### src/rtl/dcache_icc_pkg.sv
//============================================================
// shared definitions for the L1 dcache maintenance controller
// walk FSM states, request type codes, cache geometry
//============================================================

package dcache_icc_pkg;

  // controller states, the active way is held outside the state
  typedef enum logic [4:0] {
    IDLE,
    INV_ALL,
    DIRTY_RD,
    DIRTY_WEN,
    CHECK,
    TAG_RD,
    TAG_WEN,
    WFVB,
    DATA,
    TAG_WT,
    CLR_VB
  } icc_state_e;

  // maintenance type field of the CP0 request
  localparam logic [1:0] ICC_TYPE_ALL    = 2'b00;
  localparam logic [1:0] ICC_TYPE_SETWAY = 2'b01;

  // 4-way cache geometry
  localparam int NUM_WAYS = 4;
  localparam int WAY_W    = 2;
  localparam int TAG_W    = 28;

  // one line is four 128-bit beats
  localparam int LINE_W = 128;
  localparam int BEAT_W = 2;

  localparam int DEFAULT_SET_W = 8;

endpackage

### src/rtl/icc_ctrl.sv
//============================================================
// maintenance request decode and walk FSM
// picks the next dirty way and drives the state strobes
//============================================================
`timescale 1ns/1ns

module icc_ctrl (
  input  logic                                 icc_fsm_clk,
  input  logic                                 cpurst_b,
  input  logic                                 icc_req,
  input  logic [1:0]                           icc_op,
  input  logic [1:0]                           icc_type,
  input  logic                                 lsu_no_op,
  input  logic                                 vb_idle,
  input  logic                                 vb_grant,
  input  logic                                 vb_empty,
  input  logic                                 dcache_tagvld,
  input  logic [dcache_icc_pkg::NUM_WAYS-1:0]  way_dirty,
  input  logic                                 cnt_done,
  input  logic                                 data_last,
  output logic                                 op_inv,
  output logic                                 op_cln,
  output logic                                 type_all,
  output logic                                 type_setway,
  output logic                                 cur_inv_all,
  output logic                                 cur_dirty_rd,
  output logic                                 cur_dirty_wen,
  output logic                                 cur_tag_rd,
  output logic                                 cur_tag_wen,
  output logic                                 cur_wfvb,
  output logic                                 cur_data,
  output logic                                 cur_tag_wt,
  output logic                                 cnt_start,
  output logic [dcache_icc_pkg::WAY_W-1:0]     cur_way,
  output logic                                 icc_done,
  output logic                                 sync_req,
  output logic                                 idle,
  output logic                                 vb_req
);

  dcache_icc_pkg::icc_state_e           state_q;
  dcache_icc_pkg::icc_state_e           state_d;
  logic                                 cur_idle;
  logic                                 inv_only;
  logic                                 walk_go;
  logic [dcache_icc_pkg::WAY_W-1:0]     first_way;

  //============================================================
  // request decode
  //============================================================
  assign op_inv      = icc_req & icc_op[0];
  assign op_cln      = icc_req & icc_op[1];
  assign type_all    = icc_type == dcache_icc_pkg::ICC_TYPE_ALL;
  assign type_setway = icc_type == dcache_icc_pkg::ICC_TYPE_SETWAY;
  // pure invalidate needs no array reads
  assign inv_only    = op_inv & ~op_cln & (type_all | type_setway);
  assign walk_go     = cur_idle & icc_req & lsu_no_op & vb_idle;

  //============================================================
  // walk FSM
  //============================================================
  always_ff @(posedge icc_fsm_clk or negedge cpurst_b) begin
    if (!cpurst_b) begin
      state_q <= dcache_icc_pkg::IDLE;
    end else begin
      state_q <= state_d;
    end
  end

  always_comb begin
    state_d = state_q;
    case (state_q)
      dcache_icc_pkg::IDLE: begin
        if (walk_go) begin
          state_d = inv_only ? dcache_icc_pkg::INV_ALL : dcache_icc_pkg::DIRTY_RD;
        end
      end
      dcache_icc_pkg::INV_ALL:   if (cnt_done) state_d = dcache_icc_pkg::CLR_VB;
      dcache_icc_pkg::DIRTY_RD:  state_d = dcache_icc_pkg::DIRTY_WEN;
      dcache_icc_pkg::DIRTY_WEN: state_d = dcache_icc_pkg::CHECK;
      dcache_icc_pkg::CHECK: begin
        state_d = (op_cln & |way_dirty) ? dcache_icc_pkg::TAG_RD : dcache_icc_pkg::TAG_WT;
      end
      dcache_icc_pkg::TAG_RD:    state_d = dcache_icc_pkg::TAG_WEN;
      // tag read data is on the bus in this cycle
      dcache_icc_pkg::TAG_WEN: begin
        state_d = (op_cln & dcache_tagvld) ? dcache_icc_pkg::WFVB : dcache_icc_pkg::CHECK;
      end
      dcache_icc_pkg::WFVB:      if (vb_grant) state_d = dcache_icc_pkg::DATA;
      dcache_icc_pkg::DATA:      if (data_last) state_d = dcache_icc_pkg::CHECK;
      dcache_icc_pkg::TAG_WT: begin
        state_d = cnt_done ? dcache_icc_pkg::CLR_VB : dcache_icc_pkg::DIRTY_RD;
      end
      dcache_icc_pkg::CLR_VB:    if (vb_empty) state_d = dcache_icc_pkg::IDLE;
      default:                   state_d = dcache_icc_pkg::IDLE;
    endcase
  end

  // lowest numbered remaining dirty way
  always_comb begin
    first_way = '0;
    for (int w = dcache_icc_pkg::NUM_WAYS - 1; w >= 0; w--) begin
      if (way_dirty[w]) begin
        first_way = dcache_icc_pkg::WAY_W'(w);
      end
    end
  end

  always_ff @(posedge icc_fsm_clk or negedge cpurst_b) begin
    if (!cpurst_b) begin
      cur_way <= '0;
    end else if (state_q == dcache_icc_pkg::CHECK) begin
      cur_way <= first_way;
    end
  end

  //============================================================
  // strobes and handshake outputs
  //============================================================
  assign cur_idle      = state_q == dcache_icc_pkg::IDLE;
  assign cur_inv_all   = state_q == dcache_icc_pkg::INV_ALL;
  assign cur_dirty_rd  = state_q == dcache_icc_pkg::DIRTY_RD;
  assign cur_dirty_wen = state_q == dcache_icc_pkg::DIRTY_WEN;
  assign cur_tag_rd    = state_q == dcache_icc_pkg::TAG_RD;
  assign cur_tag_wen   = state_q == dcache_icc_pkg::TAG_WEN;
  assign cur_wfvb      = state_q == dcache_icc_pkg::WFVB;
  assign cur_data      = state_q == dcache_icc_pkg::DATA;
  assign cur_tag_wt    = state_q == dcache_icc_pkg::TAG_WT;

  assign cnt_start = cur_idle & icc_req;
  assign sync_req  = cur_idle & icc_req;
  assign idle      = cur_idle & ~icc_req;
  assign icc_done  = (state_q == dcache_icc_pkg::CLR_VB) & vb_empty;
  assign vb_req    = cur_wfvb;

  a_start_legal: assert property (@(posedge icc_fsm_clk) disable iff (!cpurst_b)
    walk_go |-> (icc_op != 2'b00) && (type_all || type_setway));

  // grant only answers a pending slot request
  a_grant_on_req: assert property (@(posedge icc_fsm_clk) disable iff (!cpurst_b)
    vb_grant |-> vb_req);

endmodule

### src/rtl/icc_set_walker.sv
//============================================================
// set counter for the maintenance walk
// end of walk detect and set index select
//============================================================
`timescale 1ns/1ns

module icc_set_walker #(
  parameter int SET_W = dcache_icc_pkg::DEFAULT_SET_W
) (
  input  logic              icc_fsm_clk,
  input  logic              cpurst_b,
  input  logic              cnt_start,
  input  logic              type_all,
  input  logic              type_setway,
  input  logic              cur_inv_all,
  input  logic              cur_tag_wt,
  input  logic [SET_W-1:0]  addr_set,
  output logic [SET_W-1:0]  set_idx,
  output logic              cnt_done
);

  logic [SET_W-1:0] cnt_q;

  // counts down from the last set for ALL, single pass otherwise
  always_ff @(posedge icc_fsm_clk or negedge cpurst_b) begin
    if (!cpurst_b) begin
      cnt_q <= '0;
    end else if (cnt_start) begin
      cnt_q <= type_all ? '1 : '0;
    end else if (cur_inv_all | cur_tag_wt) begin
      cnt_q <= cnt_q - 1'b1;
    end
  end

  assign cnt_done = cnt_q == '0;
  assign set_idx  = type_setway ? addr_set : cnt_q;

endmodule

### src/rtl/icc_line_state.sv
//============================================================
// per set dirty vector and tag capture
// way select from the request and the remaining dirty mask
//============================================================
`timescale 1ns/1ns

module icc_line_state (
  input  logic                                 icc_fsm_clk,
  input  logic                                 cpurst_b,
  input  logic                                 cur_dirty_wen,
  input  logic                                 cur_tag_wen,
  input  logic [dcache_icc_pkg::WAY_W-1:0]     cur_way,
  input  logic                                 type_setway,
  input  logic [dcache_icc_pkg::WAY_W-1:0]     addr_way,
  input  logic [dcache_icc_pkg::NUM_WAYS-1:0]  dcache_dirty,
  input  logic [dcache_icc_pkg::TAG_W-1:0]     dcache_tag,
  output logic [dcache_icc_pkg::NUM_WAYS-1:0]  way_sel,
  output logic [dcache_icc_pkg::NUM_WAYS-1:0]  way_dirty,
  output logic [dcache_icc_pkg::TAG_W-1:0]     line_tag
);

  logic [dcache_icc_pkg::NUM_WAYS-1:0] dirty_q;

  // a visited way drops out of the vector so CHECK moves on
  always_ff @(posedge icc_fsm_clk or negedge cpurst_b) begin
    if (!cpurst_b) begin
      dirty_q <= '0;
    end else if (cur_dirty_wen) begin
      dirty_q <= dcache_dirty;
    end else if (cur_tag_wen) begin
      dirty_q[cur_way] <= 1'b0;
    end
  end

  // tag of the line being written back
  always_ff @(posedge icc_fsm_clk or negedge cpurst_b) begin
    if (!cpurst_b) begin
      line_tag <= '0;
    end else if (cur_tag_wen) begin
      line_tag <= dcache_tag;
    end
  end

  assign way_sel   = type_setway ? dcache_icc_pkg::NUM_WAYS'(1) << addr_way : '1;
  assign way_dirty = dirty_q & way_sel;

endmodule

### src/rtl/icc_array_req.sv
//============================================================
// tag, dirty and data array requests
// decoded from the current FSM state
//============================================================
`timescale 1ns/1ns

module icc_array_req #(
  parameter int SET_W = dcache_icc_pkg::DEFAULT_SET_W
) (
  input  logic                                         icc_fsm_clk,
  input  logic                                         cur_inv_all,
  input  logic                                         cur_dirty_rd,
  input  logic                                         cur_tag_rd,
  input  logic                                         cur_tag_wt,
  input  logic                                         cur_data,
  input  logic                                         op_inv,
  input  logic                                         op_cln,
  input  logic                                         type_all,
  input  logic [dcache_icc_pkg::WAY_W-1:0]             cur_way,
  input  logic [dcache_icc_pkg::NUM_WAYS-1:0]          way_sel,
  input  logic [SET_W-1:0]                             set_idx,
  input  logic [dcache_icc_pkg::BEAT_W-1:0]            beat,
  output logic                                         tag_req,
  output logic                                         tag_wen,
  output logic [dcache_icc_pkg::NUM_WAYS-1:0]          tag_way,
  output logic [SET_W-1:0]                             tag_idx,
  output logic                                         dirty_req,
  output logic [dcache_icc_pkg::NUM_WAYS-1:0]          dirty_clr,
  output logic [SET_W-1:0]                             dirty_idx,
  output logic                                         data_req,
  output logic [dcache_icc_pkg::NUM_WAYS-1:0]          data_way,
  output logic [SET_W+dcache_icc_pkg::BEAT_W-1:0]      data_idx
);

  logic                                 tag_wr;
  logic                                 dirty_wr;
  logic [dcache_icc_pkg::NUM_WAYS-1:0]  cur_way_oh;

  assign cur_way_oh = dcache_icc_pkg::NUM_WAYS'(1) << cur_way;

  // tag array, write invalidates the selected ways
  assign tag_wr  = cur_inv_all | (cur_tag_wt & op_inv);
  assign tag_req = tag_wr | cur_tag_rd;
  assign tag_wen = tag_wr;
  assign tag_way = cur_tag_rd ? cur_way_oh : way_sel;
  assign tag_idx = set_idx;

  // dirty array
  assign dirty_wr  = (cur_inv_all & type_all) | (cur_tag_wt & op_cln);
  assign dirty_req = dirty_wr | cur_dirty_rd;
  assign dirty_clr = {dcache_icc_pkg::NUM_WAYS{dirty_wr}} & way_sel;
  assign dirty_idx = set_idx;

  // data array, one beat per DATA cycle
  assign data_req = cur_data;
  assign data_way = cur_way_oh;
  assign data_idx = {set_idx, beat};

  a_tag_rd_wr_excl: assert property (@(posedge icc_fsm_clk)
    !(cur_tag_rd && tag_wr));

endmodule

### src/rtl/icc_vb_feed.sv
//============================================================
// victim buffer feed
// beat counter, beat valid stage, line address and data
//============================================================
`timescale 1ns/1ns

module icc_vb_feed #(
  parameter int SET_W = dcache_icc_pkg::DEFAULT_SET_W
) (
  input  logic                                      icc_fsm_clk,
  input  logic                                      cpurst_b,
  input  logic                                      cur_wfvb,
  input  logic                                      cur_data,
  input  logic                                      vb_grant,
  input  logic [dcache_icc_pkg::TAG_W-1:0]          line_tag,
  input  logic [SET_W-1:0]                          set_idx,
  input  logic [dcache_icc_pkg::LINE_W-1:0]         dcache_data,
  output logic [dcache_icc_pkg::BEAT_W-1:0]         beat,
  output logic                                      data_last,
  output logic [dcache_icc_pkg::TAG_W+SET_W-1:0]    vb_addr,
  output logic [dcache_icc_pkg::LINE_W-1:0]         vb_data,
  output logic                                      vb_data_vld
);

  always_ff @(posedge icc_fsm_clk or negedge cpurst_b) begin
    if (!cpurst_b) begin
      beat <= '0;
    end else if (cur_wfvb & vb_grant) begin
      beat <= '0;
    end else if (cur_data) begin
      beat <= beat + 1'b1;
    end
  end

  // array data arrives one cycle after the read
  always_ff @(posedge icc_fsm_clk or negedge cpurst_b) begin
    if (!cpurst_b) begin
      vb_data_vld <= 1'b0;
    end else begin
      vb_data_vld <= cur_data;
    end
  end

  assign data_last = beat == '1;
  assign vb_addr   = {line_tag, set_idx};
  assign vb_data   = dcache_data;

  a_beat_burst: assert property (@(posedge icc_fsm_clk) disable iff (!cpurst_b)
    vb_data_vld [*4] |=> !vb_data_vld);

endmodule

### src/rtl/dcache_icc.sv
//============================================================
// dcache maintenance controller top level
// connects the walk FSM, set walker, line state capture,
// array request decode and victim buffer feed
//============================================================
`timescale 1ns/1ns

module dcache_icc #(
  parameter int SET_W = dcache_icc_pkg::DEFAULT_SET_W
) (
  input  logic                                              icc_fsm_clk,
  input  logic                                              cpurst_b,
  input  logic                                              icc_req,
  input  logic [1:0]                                        icc_op,
  input  logic [1:0]                                        icc_type,
  input  logic [31:0]                                       icc_addr,
  input  logic                                              lsu_no_op,
  input  logic                                              vb_idle,
  input  logic                                              vb_grant,
  input  logic                                              vb_empty,
  input  logic [dcache_icc_pkg::NUM_WAYS-1:0]               dcache_dirty,
  input  logic [dcache_icc_pkg::TAG_W-1:0]                  dcache_tag,
  input  logic                                              dcache_tagvld,
  input  logic [dcache_icc_pkg::LINE_W-1:0]                 dcache_data,
  output logic                                              icc_done,
  output logic                                              sync_req,
  output logic                                              idle,
  output logic                                              tag_req,
  output logic                                              tag_wen,
  output logic [dcache_icc_pkg::NUM_WAYS-1:0]               tag_way,
  output logic [SET_W-1:0]                                  tag_idx,
  output logic                                              dirty_req,
  output logic [dcache_icc_pkg::NUM_WAYS-1:0]               dirty_clr,
  output logic [SET_W-1:0]                                  dirty_idx,
  output logic                                              data_req,
  output logic [dcache_icc_pkg::NUM_WAYS-1:0]               data_way,
  output logic [SET_W+dcache_icc_pkg::BEAT_W-1:0]           data_idx,
  output logic                                              vb_req,
  output logic [dcache_icc_pkg::TAG_W+SET_W-1:0]            vb_addr,
  output logic [dcache_icc_pkg::LINE_W-1:0]                 vb_data,
  output logic                                              vb_data_vld
);

  logic                                 op_inv;
  logic                                 op_cln;
  logic                                 type_all;
  logic                                 type_setway;
  logic                                 cur_inv_all;
  logic                                 cur_dirty_rd;
  logic                                 cur_dirty_wen;
  logic                                 cur_tag_rd;
  logic                                 cur_tag_wen;
  logic                                 cur_wfvb;
  logic                                 cur_data;
  logic                                 cur_tag_wt;
  logic                                 cnt_start;
  logic                                 cnt_done;
  logic                                 data_last;
  logic [dcache_icc_pkg::WAY_W-1:0]     cur_way;
  logic [dcache_icc_pkg::NUM_WAYS-1:0]  way_sel;
  logic [dcache_icc_pkg::NUM_WAYS-1:0]  way_dirty;
  logic [dcache_icc_pkg::TAG_W-1:0]     line_tag;
  logic [dcache_icc_pkg::BEAT_W-1:0]    beat;
  logic [SET_W-1:0]                     set_idx;

  icc_ctrl u_ctrl (
    .icc_fsm_clk(icc_fsm_clk), .cpurst_b(cpurst_b), .icc_req(icc_req),
    .icc_op(icc_op), .icc_type(icc_type), .lsu_no_op(lsu_no_op),
    .vb_idle(vb_idle), .vb_grant(vb_grant), .vb_empty(vb_empty),
    .dcache_tagvld(dcache_tagvld), .way_dirty(way_dirty), .cnt_done(cnt_done),
    .data_last(data_last), .op_inv(op_inv), .op_cln(op_cln),
    .type_all(type_all), .type_setway(type_setway), .cur_inv_all(cur_inv_all),
    .cur_dirty_rd(cur_dirty_rd), .cur_dirty_wen(cur_dirty_wen),
    .cur_tag_rd(cur_tag_rd), .cur_tag_wen(cur_tag_wen), .cur_wfvb(cur_wfvb),
    .cur_data(cur_data), .cur_tag_wt(cur_tag_wt), .cnt_start(cnt_start),
    .cur_way(cur_way), .icc_done(icc_done), .sync_req(sync_req),
    .idle(idle), .vb_req(vb_req)
  );

  // set field sits at address bit 6 upward
  icc_set_walker #(.SET_W(SET_W)) u_set_walker (
    .icc_fsm_clk(icc_fsm_clk), .cpurst_b(cpurst_b), .cnt_start(cnt_start),
    .type_all(type_all), .type_setway(type_setway), .cur_inv_all(cur_inv_all),
    .cur_tag_wt(cur_tag_wt), .addr_set(icc_addr[6 +: SET_W]),
    .set_idx(set_idx), .cnt_done(cnt_done)
  );

  icc_line_state u_line_state (
    .icc_fsm_clk(icc_fsm_clk), .cpurst_b(cpurst_b), .cur_dirty_wen(cur_dirty_wen),
    .cur_tag_wen(cur_tag_wen), .cur_way(cur_way), .type_setway(type_setway),
    .addr_way(icc_addr[31:30]), .dcache_dirty(dcache_dirty), .dcache_tag(dcache_tag),
    .way_sel(way_sel), .way_dirty(way_dirty), .line_tag(line_tag)
  );

  icc_array_req #(.SET_W(SET_W)) u_array_req (
    .icc_fsm_clk(icc_fsm_clk), .cur_inv_all(cur_inv_all), .cur_dirty_rd(cur_dirty_rd),
    .cur_tag_rd(cur_tag_rd), .cur_tag_wt(cur_tag_wt), .cur_data(cur_data),
    .op_inv(op_inv), .op_cln(op_cln), .type_all(type_all), .cur_way(cur_way),
    .way_sel(way_sel), .set_idx(set_idx), .beat(beat), .tag_req(tag_req),
    .tag_wen(tag_wen), .tag_way(tag_way), .tag_idx(tag_idx), .dirty_req(dirty_req),
    .dirty_clr(dirty_clr), .dirty_idx(dirty_idx), .data_req(data_req),
    .data_way(data_way), .data_idx(data_idx)
  );

  icc_vb_feed #(.SET_W(SET_W)) u_vb_feed (
    .icc_fsm_clk(icc_fsm_clk), .cpurst_b(cpurst_b), .cur_wfvb(cur_wfvb),
    .cur_data(cur_data), .vb_grant(vb_grant), .line_tag(line_tag),
    .set_idx(set_idx), .dcache_data(dcache_data), .beat(beat),
    .data_last(data_last), .vb_addr(vb_addr), .vb_data(vb_data),
    .vb_data_vld(vb_data_vld)
  );

endmodule

### config.mk
export PLATFORM = sky130hd
export DESIGN_NAME = dcache_icc
export DESIGN_NICKNAME = d
export VERILOG_FILES = /design/src/rtl/dcache_icc_pkg.sv /design/src/rtl/icc_ctrl.sv /design/src/rtl/icc_set_walker.sv /design/src/rtl/icc_line_state.sv /design/src/rtl/icc_array_req.sv /design/src/rtl/icc_vb_feed.sv /design/src/rtl/dcache_icc.sv
export SDC_FILE = /design/constraint.sdc
export NUM_CORES = 1
export LEC_CHECK = 0
export BUFFER_PORTS_ARGS = -buffer_cell sky130_fd_sc_hd__buf_2
export CAP_MARGIN = 20
export CORE_AREA = 5 5 156 158
export CTS_CLUSTER_SIZE = 25
export DETAILED_ROUTE_END_ITERATION = 12
export DIE_AREA = 0 0 161 163
export HOLD_SLACK_MARGIN = 0.1
export PLACE_DENSITY = 0.48
export SLEW_MARGIN = 15
export SYNTH_ARGS = -nofsm -noshare
export SYNTH_HDL_FRONTEND = slang
export SYNTH_SLANG_ARGS = --single-unit
### constraint.sdc
create_clock -name icc_fsm_clk -period 3.7 [get_ports icc_fsm_clk]
set_clock_uncertainty 0.1 [all_clocks]
set_input_delay 0.185 -clock icc_fsm_clk [delete_from_list [all_inputs] [get_ports icc_fsm_clk]]
set_output_delay 0.185 -clock icc_fsm_clk [all_outputs]
set_load 0.05 [all_outputs]
Word-level counts from Yosys, hierarchy flattened
Index checks and enable logic that the tools add are counted.
Cells by class
  bitwise operators: 27
  shift-type cells: 2
  equal/unequal tests: 17
  $add $sub $neg: 2
  mux-type cells: 26
  reductions and logical operators: 9
  $lt $le $gt $ge: 2
Operators with widths (number)
  5-bit one-hot mux with 11 select lines: 1
  8-bit 2-to-1 mux: 4
  5-bit 2-to-1 mux: 5
  4-bit 2-to-1 mux: 6
  5-bit by 3-bit equality test with 1-bit output (second input constant): 4
  2-bit 2-to-1 mux: 8
  1-bit bitwise AND: 15
  5-bit by 4-bit equality test with 1-bit output (second input constant): 3
  4-bit bitwise AND: 3
  5-bit by 2-bit equality test with 1-bit output (second input constant): 2
  2-bit != test (second input constant): 5
  8-bit logical NOT: 1
  1-bit by 2-bit left shift with 4-bit output (first input constant): 2
  8-bit by 1-bit subtractor with 8-bit output (second input constant): 1
  1-bit bitwise OR: 6
  2-bit nonzero test: 3
  5-bit by 1-bit equality test with 1-bit output (second input constant): 1
  5-bit logical NOT: 1
  5-bit AND reduction: 1
  4-bit inverter: 1
  4-bit OR reduction: 1
  2-bit by 3-bit < comparator with 1-bit output (second input constant): 1
  2-bit by 1-bit adder with 2-bit output (second input constant): 1
  1-bit demux with 2-bit select: 1
  other kinds (7): 8
Word-level totals
  word-level logic and storage cells: 92
  register bits after elaboration: 50
  input bits: 204
  output and inout port bits: 211

Depth between registers and ports, before layout
Gate-level depths: netlist of run 1.
  depth in word-level cells: 8
  depth in mapped cells: 6
  gate-level depth less buffers: 6

Modules after synthesis
A second synthesis of run 1 with hierarchy kept.
Second synthesis, totals
  cells, all modules: 434
  area total of the unflattened synthesis: 4266.6 sq um
Modules (own cells, without submodules)
  icc_line_state: sequential area each 800.8 sq um, cells each 87, instances 1, area each 1427.6 sq um
  icc_vb_feed: sequential area each 75.1 sq um, cells each 172, instances 1, area each 1347.5 sq um
  icc_ctrl: sequential area each 150.1 sq um, cells each 75, instances 1, area each 621.8 sq um
  icc_set_walker: sequential area each 200.2 sq um, cells each 55, instances 1, area each 533.0 sq um
  icc_array_req: sequential area each 0.0 sq um, cells each 45, instances 1, area each 336.6 sq um

Worst setup path after synthesis of run 1
No wires, ideal clock.
  kind: reg-to-output
  start: reg u_ctrl.state_q[2]
  end: out icc_done
  buffers on the path: 2
  data required time: 3415 ps
  setup slack: 1024 ps
  arrival: 2391 ps
  stages on the path, launching flop included: 4
  cell sequence: dfrtp_1 > buf_2 > buf_1 > nor4b_1
Between the ends
  cells in the longest elaborated chain, start to end: 2
Ends and longest elaborated chain
  from (decl): line icc_ctrl.sv:41  | dcache_icc_pkg::icc_state_e state_q;
  from (signal assigned): line icc_ctrl.sv:64  | state_q <= dcache_icc_pkg::IDLE;
  from (signal assigned): line icc_ctrl.sv:66  | state_q <= state_d;
  5-bit by 4-bit equality test with 1-bit output: line icc_ctrl.sv:133  | assign icc_done = (state_q == dcache_icc_pkg::CLR_VB) & vb_empty;
  1-bit bitwise AND: line icc_ctrl.sv:133
  to (decl): line dcache_icc.sv:25  | output logic icc_done,
Every way passes these cells.

Worst setup path in the final report of run 1
  start: reg u_ctrl.state_q[0]
  end: out tag_way[0] (netlist bit)
Between the ends
  cells in the longest elaborated chain, start to end: 2
Ends and longest elaborated chain
  5-bit by 3-bit equality test with 1-bit output: line icc_ctrl.sv:124  | assign cur_tag_rd = state_q == dcache_icc_pkg::TAG_RD;
  4-bit 2-to-1 mux: line icc_array_req.sv:45  | assign tag_way = cur_tag_rd ? cur_way_oh : way_sel;
  to (decl): line dcache_icc.sv:30  | output logic [dcache_icc_pkg::NUM_WAYS-1:0] tag_way,
Every way passes these cells.

==> results.ini, run 1 <==
[floorplanning]
row_count=56
coreArea_um2=23000
die_y_um=163
start_util=0.168
fp.dieW_um=161
die_area_um2=26200
boundaryPins=415

[power_and_ir_drop]
power_density_nw_per_um2=980
power_leakage_nw=1.94
ir_worst_vdd_uv=395
p_total_mw=4.13

[run]
max_cap_violations=0

[clocking]
cts_root_buf=clkbuf_16
htree_levels=2
clk_pin_slew_ns=0.07
cts.sinks=49
clk_latency_ns=0.30
cts_buffer_depth=2
postCtsSetupRepairBufs=0
tritoncts=done
cts_made_buffers=5

[timing]
fmax_mhz=370
maxSlewViolCount=0
finalHoldViolCount=0
slew_headroom=0.422
setup_ws_ns=1.00
fin_crit_sh=0.730
worst_pin_slew_ns=0.861
finalSetupViolations=0
period_needed_ns=2.70
hold_slack_ns=0.134
rsz0062_at_grt=false
setup_tns_ns=0

[drt]
first_pass_iters=4
post-route-drc-count=0
vias=2926
drtIter0Drc=119
ant_nets=0
wirelength_mm=11.9
via_per_inst=3.98
wl_per_cell_um=16.2

[synthesis]
synthArstFlopShare=1.00
synth_flop_cell=dfrtp_1
postSynthAreaPerCell_um2=8.98
netlist_area_um2=3870
synth-edff-count=0
ys_types=52
yosys-top-cells-area=dfrtp_1 (32%), buf_4 (29%), mux2_2 (8.4%)
netlist_instances=431
synth_top_area_frac=0.317
ys_seq_elements=49
ys_seq_area_frac=0.317
ys_warn_count=0
synth_nets=638
yosysTopAreaCell=dfrtp_1

[place]
gp_congestion=0.753
pre_cts_ws_ns=1.30
dp.cells=694
port-buffer-count=136
hpwl_mm=9.53

[critical_path]
required_ns=3.41
cp.arrival_ns=2.41
crit_type=flop to output port
crit_family=simple AND/OR/NAND/NOR gates
cp_slowest_stage_delay_ns=0.74
cp.buffers_inverters=1
crit_path_start_kind=flop
critPathMaxFanout=20
crit_path_cell_trace=nand2b_1 -> nor2_1 -> mux2_2 -> buf_2
crit_path_end_kind=output port
slowest_stage=dfrtp_1

[status]
status=finished clean

[final_layout]
nets=652
drive_above_1_share=0.402
syn_to_final_growth_pct=9.02
fillers=2590
final_cells=736

[global_routing]
grt.overflow.total=0
grt_pass1_vias=2990
grt_max_degree=33
antenna_found_initial=6
track_usage=0.0876
grt_first_pass_wirelength_mm=17.6

[hold_path]
hold_path_class=input pin to flop

## sequential cells by signal (all words and copies together) (netlist names)
register and flops:
u_set_walker.cnt_q 8, u_vb_feed.beat 2, u_line_state.dirty_q 4, u_vb_feed.vb_data_vld 1
u_ctrl.state_q 4, u_ctrl.cur_way 2, u_line_state.line_tag 28
## synth_stat cells, types with 2 or more instances
cell,instances
dfrtp_1,49
a2bb2oi_1,2
o22ai_1,4
or3_1,2
o21ai_0,21
inv_1,12
a21oi_1,9
o31ai_1,6
nor4b_2,2
nand2b_1,7
nor3b_1,2
a31oi_1,4
a22o_1,5
and3_1,2
clkbuf_1,6
ha_1,3
nand3_1,6
nor4_1,3
buf_4,152
buf_2,7
nor2b_1,7
nor3_1,6
nor2_1,16
or4_1,2
a211oi_1,2
mux2i_1,7
o21a_1,3
nand2_1,32
mux2_2,29
## routing by layer
layer	global-route usage	routed length [um]	vias to the layer above
met5	0	62	-
met4	0.0624	822	10
met3	0.0407	1270	86
met2	0.149	5710	159
met1	0.0843	4080	1330
li1	-	-	1341
## worst reg2reg max path: stages (launching register included)
cell,delay (ns)
dfrtp_1,0.74
nand2b_1,0.29
a211oi_1,0.44
or3_1,0.20
mux2_1,0.32
## cell usage in the layout, fill, tap and decap left out, types with 7 or more instances in the layout
cell type / netlist / routed
dlygate4sd3_1: 0 / 34
nor2_1: 16 / 16
mux2i_1: 7 / 7
mux2_2: 29 / 29
inv_1: 12 / 12
a21oi_1: 9 / 9
nand2_1: 32 / 32
o21ai_0: 21 / 21
dfrtp_1: 49 / 49
nand2b_1: 7 / 7
buf_2: 7 / 136
nor2b_1: 7 / 7
## path summary, 6_finish.rpt
| path | depth (start not counted) | endpoint | slack (ns) | start |
|---|---|---|---|---|
| setup / recovery | 4 | tag_way[0] | 1.00 | u_ctrl.state_q[0]$_DFFE_PN0P_ |
| hold / removal | 3 | u_ctrl.state_q[2]$_DFFE_PN0P_ | 0.13 | icc_op[1] |
| setup reg to reg | 4 | u_ctrl.state_q[0]$_DFFE_PN0P_ | 1.50 | u_ctrl.state_q[0]$_DFFE_PN0P_ |
| hold reg to reg | 1 | u_line_state.line_tag[26]$_DFFE_PN0P_ | 0.40 | u_line_state.line_tag[26]$_DFFE_PN0P_ |
| max in group asynchronous | 3 | u_ctrl.cur_way[1]$_DFFE_PN0P_ | 2.38 | cpurst_b |
| min in group asynchronous | 2 | u_line_state.line_tag[3]$_DFFE_PN0P_ | 0.29 | cpurst_b |
## cell families (layout without fill, tap and decap cells)
logic type                 Yosys count  count (layout)  synth area share
AOI/OAI and AO/OA                   69              69             0.117
xor gates and xnor gates             1               1           0.00226
adders and majority gates            3               3           0.00970
buffers and inverters              179             193             0.323
DFF                                 49              49             0.317
muxes                               37              37             0.105
other                                0               1                 0
and+or+nand+nor                     93              93             0.125
## stage by stage
stage	utilization	instance area (um^2)
5_1_grt	0.183	4220
2_1_floorplan	-	3870
6_report	0.184	4220
4_1_cts	0.183	4220
3_3_place_gp	0.163	3740
3_5_place_dp	0.163	3740
## where the power goes
part	switching (mW)	total (mW)	internal, mW	leakage, nW
Combinational	1.88	2.60	0.723	1.29
Sequential	0.271	1.07	0.798	0.589
Clock	0.210	0.459	0.249	0.0669
Total	2.36	4.13	1.77	1.94
## cell type report
type | count | area [um^2] | share of cell area
timing repair buffer | 173 | 1040 | 0.247
sequential | 49 | 1230 | 0.291
antenna | 1 | 2.50 | 0.000593
multi-input combinational | 203 | 1400 | 0.331
clock inverter | 1 | 8.76 | 0.00208
tap | 290 | 363 | 0.0860
clock buffer | 6 | 129 | 0.0306
inverter | 13 | 48.8 | 0.0116
## what timing repair did
| item | in CTS | in global routing |
|---|---|---|
| endpoints found under the hold margin | 53 | 0 |
| hold buffers | 34 | 0 |
| gates resized for setup | 0 | 0 |
Note: power is estimated with default switching activity, not from simulation.
==> run 2, diff against run 1 <==
--- a/config.mk
+++ b/config.mk
@@ -7,12 +7,12 @@
 export LEC_CHECK = 0
 export BUFFER_PORTS_ARGS = -buffer_cell sky130_fd_sc_hd__buf_2
 export CAP_MARGIN = 20
-export CORE_AREA = 5 5 156 158
+export CORE_AREA = 5 5 159 161
 export CTS_CLUSTER_SIZE = 25
 export DETAILED_ROUTE_END_ITERATION = 12
-export DIE_AREA = 0 0 161 163
+export DIE_AREA = 0 0 164 166
 export HOLD_SLACK_MARGIN = 0.1
-export PLACE_DENSITY = 0.48
+export PLACE_DENSITY = 0.49
 export SLEW_MARGIN = 15
 export SYNTH_ARGS = -nofsm -noshare
 export SYNTH_HDL_FRONTEND = slang
==> constraint.sdc (replaced) <==
create_clock -name icc_fsm_clk -period 2.3 [get_ports icc_fsm_clk]
set_clock_uncertainty 0.1 [all_clocks]
set_input_delay 0.115 -clock icc_fsm_clk [delete_from_list [all_inputs] [get_ports icc_fsm_clk]]
set_output_delay 0.115 -clock icc_fsm_clk [all_outputs]
set_load 0.05 [all_outputs]
==> results.ini, run 2 (same netlist as run 1, synthesis figures left out) <==
[place]
placed_area_um2=3890
port-buffer-count=136
gp_congestion=0.782
hpwl_mm=9.97
dp.cells=739
pre_cts_ws_ns=0.252

[final_layout]
final_area_um2=4450
antenna_cells=0
fillers=2700
drive_above_1_share=0.436
top_register=u_line_state.line_tag
layout_common_cells=buf_2 (136), dfrtp_1 (45), dlygate4sd3_1 (35), nand2_1 (32), mux2_2 (29)
top_regs=u_line_state.line_tag x28, u_set_walker.cnt_q x8
final_common_cell=buf_2
nets=667
final_cells=785
largest_reg_flops=28
syn_to_final_growth_pct=15.1

[status]
status=finished clean

[clocking]
clk_latency_ns=0.31
cts.sinks=49
tritoncts=done
cts_buffer_depth=2
cts_made_buffers=5
clk_pin_slew_ns=0.08
htree_levels=2
cts_root_buf=clkbuf_16

[critical_path]
crit_path_start_kind=flop
crit_path_end_kind=output port
critPathMaxFanout=11
required_ns=2.09
cp.arrival_ns=1.91
crit_type=flop to output port

[floorplanning]
die_area_um2=27200
fp.dieW_um=164
start_util=0.162
die_y_um=166
row_count=57
boundaryPins=415
coreArea_um2=23800

[global_routing]
grt_max_degree=24
antenna_found_initial=4
grt_pass1_vias=3131
grt.overflow.total=0
track_usage=0.0887
grt_first_pass_wirelength_mm=18.3

[drt]
post-route-drc-count=0
vias=2970
via_per_inst=3.78
ant_nets=0
first_pass_iters=4
drtIter0Drc=100
wl_per_cell_um=15.7
wirelength_mm=12.4

[timing]
hold_slack_ns=0.124
slew_headroom=0.539
period_needed_ns=2.12
rsz0062_at_grt=false
worst_pin_slew_ns=0.684
maxSlewViolCount=0
setup_ws_ns=0.177
fin_crit_sh=0.923
fmax_mhz=471
finalSetupViolations=0
finalHoldViolCount=0

[hold_path]
hold_path_class=input pin to flop

[power_and_ir_drop]
power_leakage_nw=2.04
power_density_nw_per_um2=1570
ir_worst_vdd_uv=623

[run]
max_cap_violations=0

-- run 2: final cells by class --
cell class              instances  area [um^2]  area share
clock inverters                 3         48.8      0.0110
repair buffers                188         1170       0.263
clock buffers                   5          125      0.0281
flip-flops and latches         49         1230       0.276
inverters                      13         48.8      0.0110
multi-input cells             203         1420       0.319
well taps                     324          405      0.0910
-- run 2: repair_timing --
action,CTS,global route
setup buffers,0,3
hold buffers,35,0
endpoints found under the setup margin,1,10
resized for setup,1,5
endpoints found under the hold margin,53,0
-- run 2: worst max-delay path, cell delays in order, from the launching register on --
cell and delay (ns):
dfrtp_2 0.50, buf_4 0.19, inv_1 0.14, nand2_1 0.10
o21ai_0 0.33, buf_2 0.34
-- run 2: per-stage QoR --
stage | TNS [ns] | utilization | power [mW]
finish | 0 | 0.187 | 7.00
global route | 0 | 0.187 | 7.46
CTS | 0 | 0.185 | 7.04
detailed placement | 0 | 0.163 | 6.05
global placement | 0 | 0.163 | 6.03
floorplan | -0.284 | - | 5.71
-- run 2: worst paths after layout --
kind	startpoint	cells past startpoint	end	slack, ns
worst max register to register	u_set_walker.cnt_q[0]$_DFFE_PN0P_	6	u_ctrl.state_q[0]$_DFFE_PN0P_	0.25
worst min register to register	u_line_state.line_tag[21]$_DFFE_PN0P_	1	u_line_state.line_tag[21]$_DFFE_PN0P_	0.40
worst min-delay path	icc_req	3	u_ctrl.state_q[2]$_DFFE_PN0P_	0.12
worst max-delay path	u_ctrl.state_q[0]$_DFFE_PN0P_	5	dirty_req	0.18
max in group asynchronous	cpurst_b	3	u_line_state.dirty_q[1]$_DFFE_PN0P_	1.25
min in group asynchronous	cpurst_b	2	u_line_state.line_tag[4]$_DFFE_PN0P_	0.20
-- run 2: where the power goes --
group / internal (mW) / switching (mW) / leakage, nW
clock network: 0.522 / 0.383 / 0.0819
logic: 1.29 / 3.13 / 1.37
registers: 1.29 / 0.390 / 0.584
total: 3.10 / 3.90 / 2.04
-- run 2: metal layers --
layer  up-vias  wire length, um  track usage
li1       1370                -            -
met1      1372             4180       0.0834
met2       145             5860        0.150
met3        75             1410       0.0434
met4         8              861       0.0616
met5         -               48            0
==> run 3, diff against run 2 <==
--- a/config.mk
+++ b/config.mk
@@ -8,6 +8,7 @@
 export BUFFER_PORTS_ARGS = -buffer_cell sky130_fd_sc_hd__buf_2
 export CAP_MARGIN = 20
 export CORE_AREA = 5 5 159 161
+export CTS_CLUSTER_DIAMETER = 50
 export CTS_CLUSTER_SIZE = 25
 export DETAILED_ROUTE_END_ITERATION = 12
 export DIE_AREA = 0 0 164 166
==> constraint.sdc (replaced) <==
create_clock -name icc_fsm_clk -period 2.3 [get_ports icc_fsm_clk]
set_clock_uncertainty 0.1 [all_clocks]
set_input_delay 0.345 -clock icc_fsm_clk [delete_from_list [all_inputs] [get_ports icc_fsm_clk]]
set_output_delay 0.345 -clock icc_fsm_clk [all_outputs]
set_load 0.05 [all_outputs]
==> results.ini, run 3 (same netlist as run 1, synthesis figures left out) <==
[final_layout]
final_area_um2=4230
nets=643
layout_common_cells=buf_2 (132), dfrtp_1 (46), nand2_1 (30), mux2_2 (29), buf_4 (26)
top_regs=u_line_state.line_tag x28, u_set_walker.cnt_q x8
fillers=2735
final_cells=761
largest_reg_flops=28
final_common_cell=buf_2
top_register=u_line_state.line_tag
antenna_cells=0
fin_util=0.178
syn_to_final_growth_pct=9.44
drive_above_1_share=0.487

[global_routing]
antenna_found_initial=4
grt_first_pass_wirelength_mm=17.5
grt.overflow.total=0
grt_max_degree=33
track_usage=0.0847
grt_pass1_vias=3025

[critical_path]
crit_path_end_kind=output port
crit_type=flop to output port
crit_family=simple AND/OR/NAND/NOR gates
worst-r2r-cell-count=6
cp_slowest_stage_delay_ns=0.60
cp.buffers_inverters=1
r2r_start=u_set_walker.cnt_q[0]$_DFFE_PN0P_
cp.arrival_ns=1.76
cp.depth=3
critPathMaxFanout=7
crit_path_cell_trace=or4_1 -> nor2_1 -> buf_2
required_ns=1.86
slowest_stage=or4_1
worstReg2RegEnd=u_ctrl.state_q[0]$_DFFE_PN0P_
worst-r2r-setup-slack_ns=0.23
crit_path_start_kind=flop

[timing]
finalSetupViolations=0
fin_crit_sh=0.959
fmax_mhz=453
finalHoldViolCount=0
worst_pin_slew_ns=0.625
period_needed_ns=2.21
slew_headroom=0.583
maxSlewViolCount=0
rsz0062_at_grt=false

[clocking]
htree_levels=2
clk_pin_slew_ns=0.08
cts.sinks=49
cts_root_buf=clkbuf_16
tritoncts=done
clk_latency_ns=0.30
cts_made_buffers=5
cts_buffer_depth=2

[drt]
drtIter0Drc=110
first_pass_iters=4
wirelength_mm=11.9
wl_per_cell_um=15.6
post-route-drc-count=0
via_per_inst=3.80
ant_nets=0
vias=2895

[place]
hpwl_mm=9.69
gp_congestion=0.759
placed_area_um2=3970
dp.cells=745
port-buffer-count=136

[floorplanning]
start_util=0.162
row_count=57
boundaryPins=415
coreArea_um2=23800
die_y_um=166
fp.dieW_um=164
die_area_um2=27200

[hold_path]
hold_path_class=input pin to flop
min_from=vb_grant
min_path_cells=2
holdPathEnd=u_vb_feed.beat[0]$_DFFE_PN0P_

[power_and_ir_drop]
power_density_nw_per_um2=1660
ir_worst_vdd_uv=616
power_leakage_nw=1.97

[run]
max_cap_violations=0

[status]
status=finished clean

==> run 3: power by group <==
part	internal [mW]	switching [mW]	leakage (nW)
Clock	0.516	0.360	0.0842
Combinational	1.34	3.17	1.30
Sequential	1.29	0.360	0.585
Total	3.15	3.89	1.97
==> run 3: layer usage <==
layer  track usage  vias to the layer above  part of all wire
met3        0.0390                       78              0.12
met5             0                        -            0.0046
li1              -                     1323                 -
met4        0.0587                        8             0.070
met2         0.141                      155              0.47
met1        0.0832                     1331              0.34
==> run 3: layout make-up <==
cell class | count | area, um^2 | area share
inverter | 13 | 48.8 | 0.0115
clock buffer | 5 | 125 | 0.0296
clock inverter | 3 | 43.8 | 0.0103
multi-input combinational | 203 | 1440 | 0.340
timing repair buffer | 164 | 941 | 0.222
tap | 324 | 405 | 0.0957
sequential | 49 | 1230 | 0.291
==> run 3: repair_timing <==
item                                   CTS  global route
buffers inserted                         5             2
resized for setup                        5             8
setup endpoints to repair               12            10
hold buffers                             1             0
gates cloned                             0             0
endpoints found under the hold margin   19             0
==> run 3: worst max-delay path by stage <==
stage | slack (ns) | endpoint | from
final | 0.09 | idle | u_ctrl.state_q[0]$_DFFE_PN0P_
after CTS | 0.0009 | tag_way[0] | u_ctrl.state_q[2]$_DFFE_PN0P_
after detailed placement | 0.18 | sync_req | u_ctrl.state_q[3]$_DFFE_PN0P_
after global routing | 0.006 | icc_done | u_ctrl.state_q[0]$_DFFE_PN0P_
after floorplan | -0.49 | dirty_idx[0] | icc_type[0]
after global placement | 0.17 | sync_req | u_ctrl.state_q[3]$_DFFE_PN0P_
==> run 3: worst register-to-register path, delay by kind of cell, from the launching register on <==
kind | cells | cell delay, ns
AO/OA/AOI/OAI | 1 | 0.18
adder cells (fa/ha/maj) | 1 | 0.16
buffers and inverters | 1 | 0.15
flip-flops | 1 | 0.42
multiplexers | 1 | 0.32
AND/OR/NAND/NOR | 2 | 0.63
==> run 3: through the flow <==
step	hold slack (ns)	total power [mW]	TNS, ns	setup WS (ns)
after global placement	0.296	6.09	0	0.168
after global routing	0.155	7.51	0	0.00602
after floorplan	-0.0506	5.71	-4.73	-0.492
final	0.158	7.04	0	0.0933
after CTS	0.146	7.10	0	0.000898
after detailed placement	0.289	6.11	0	0.179
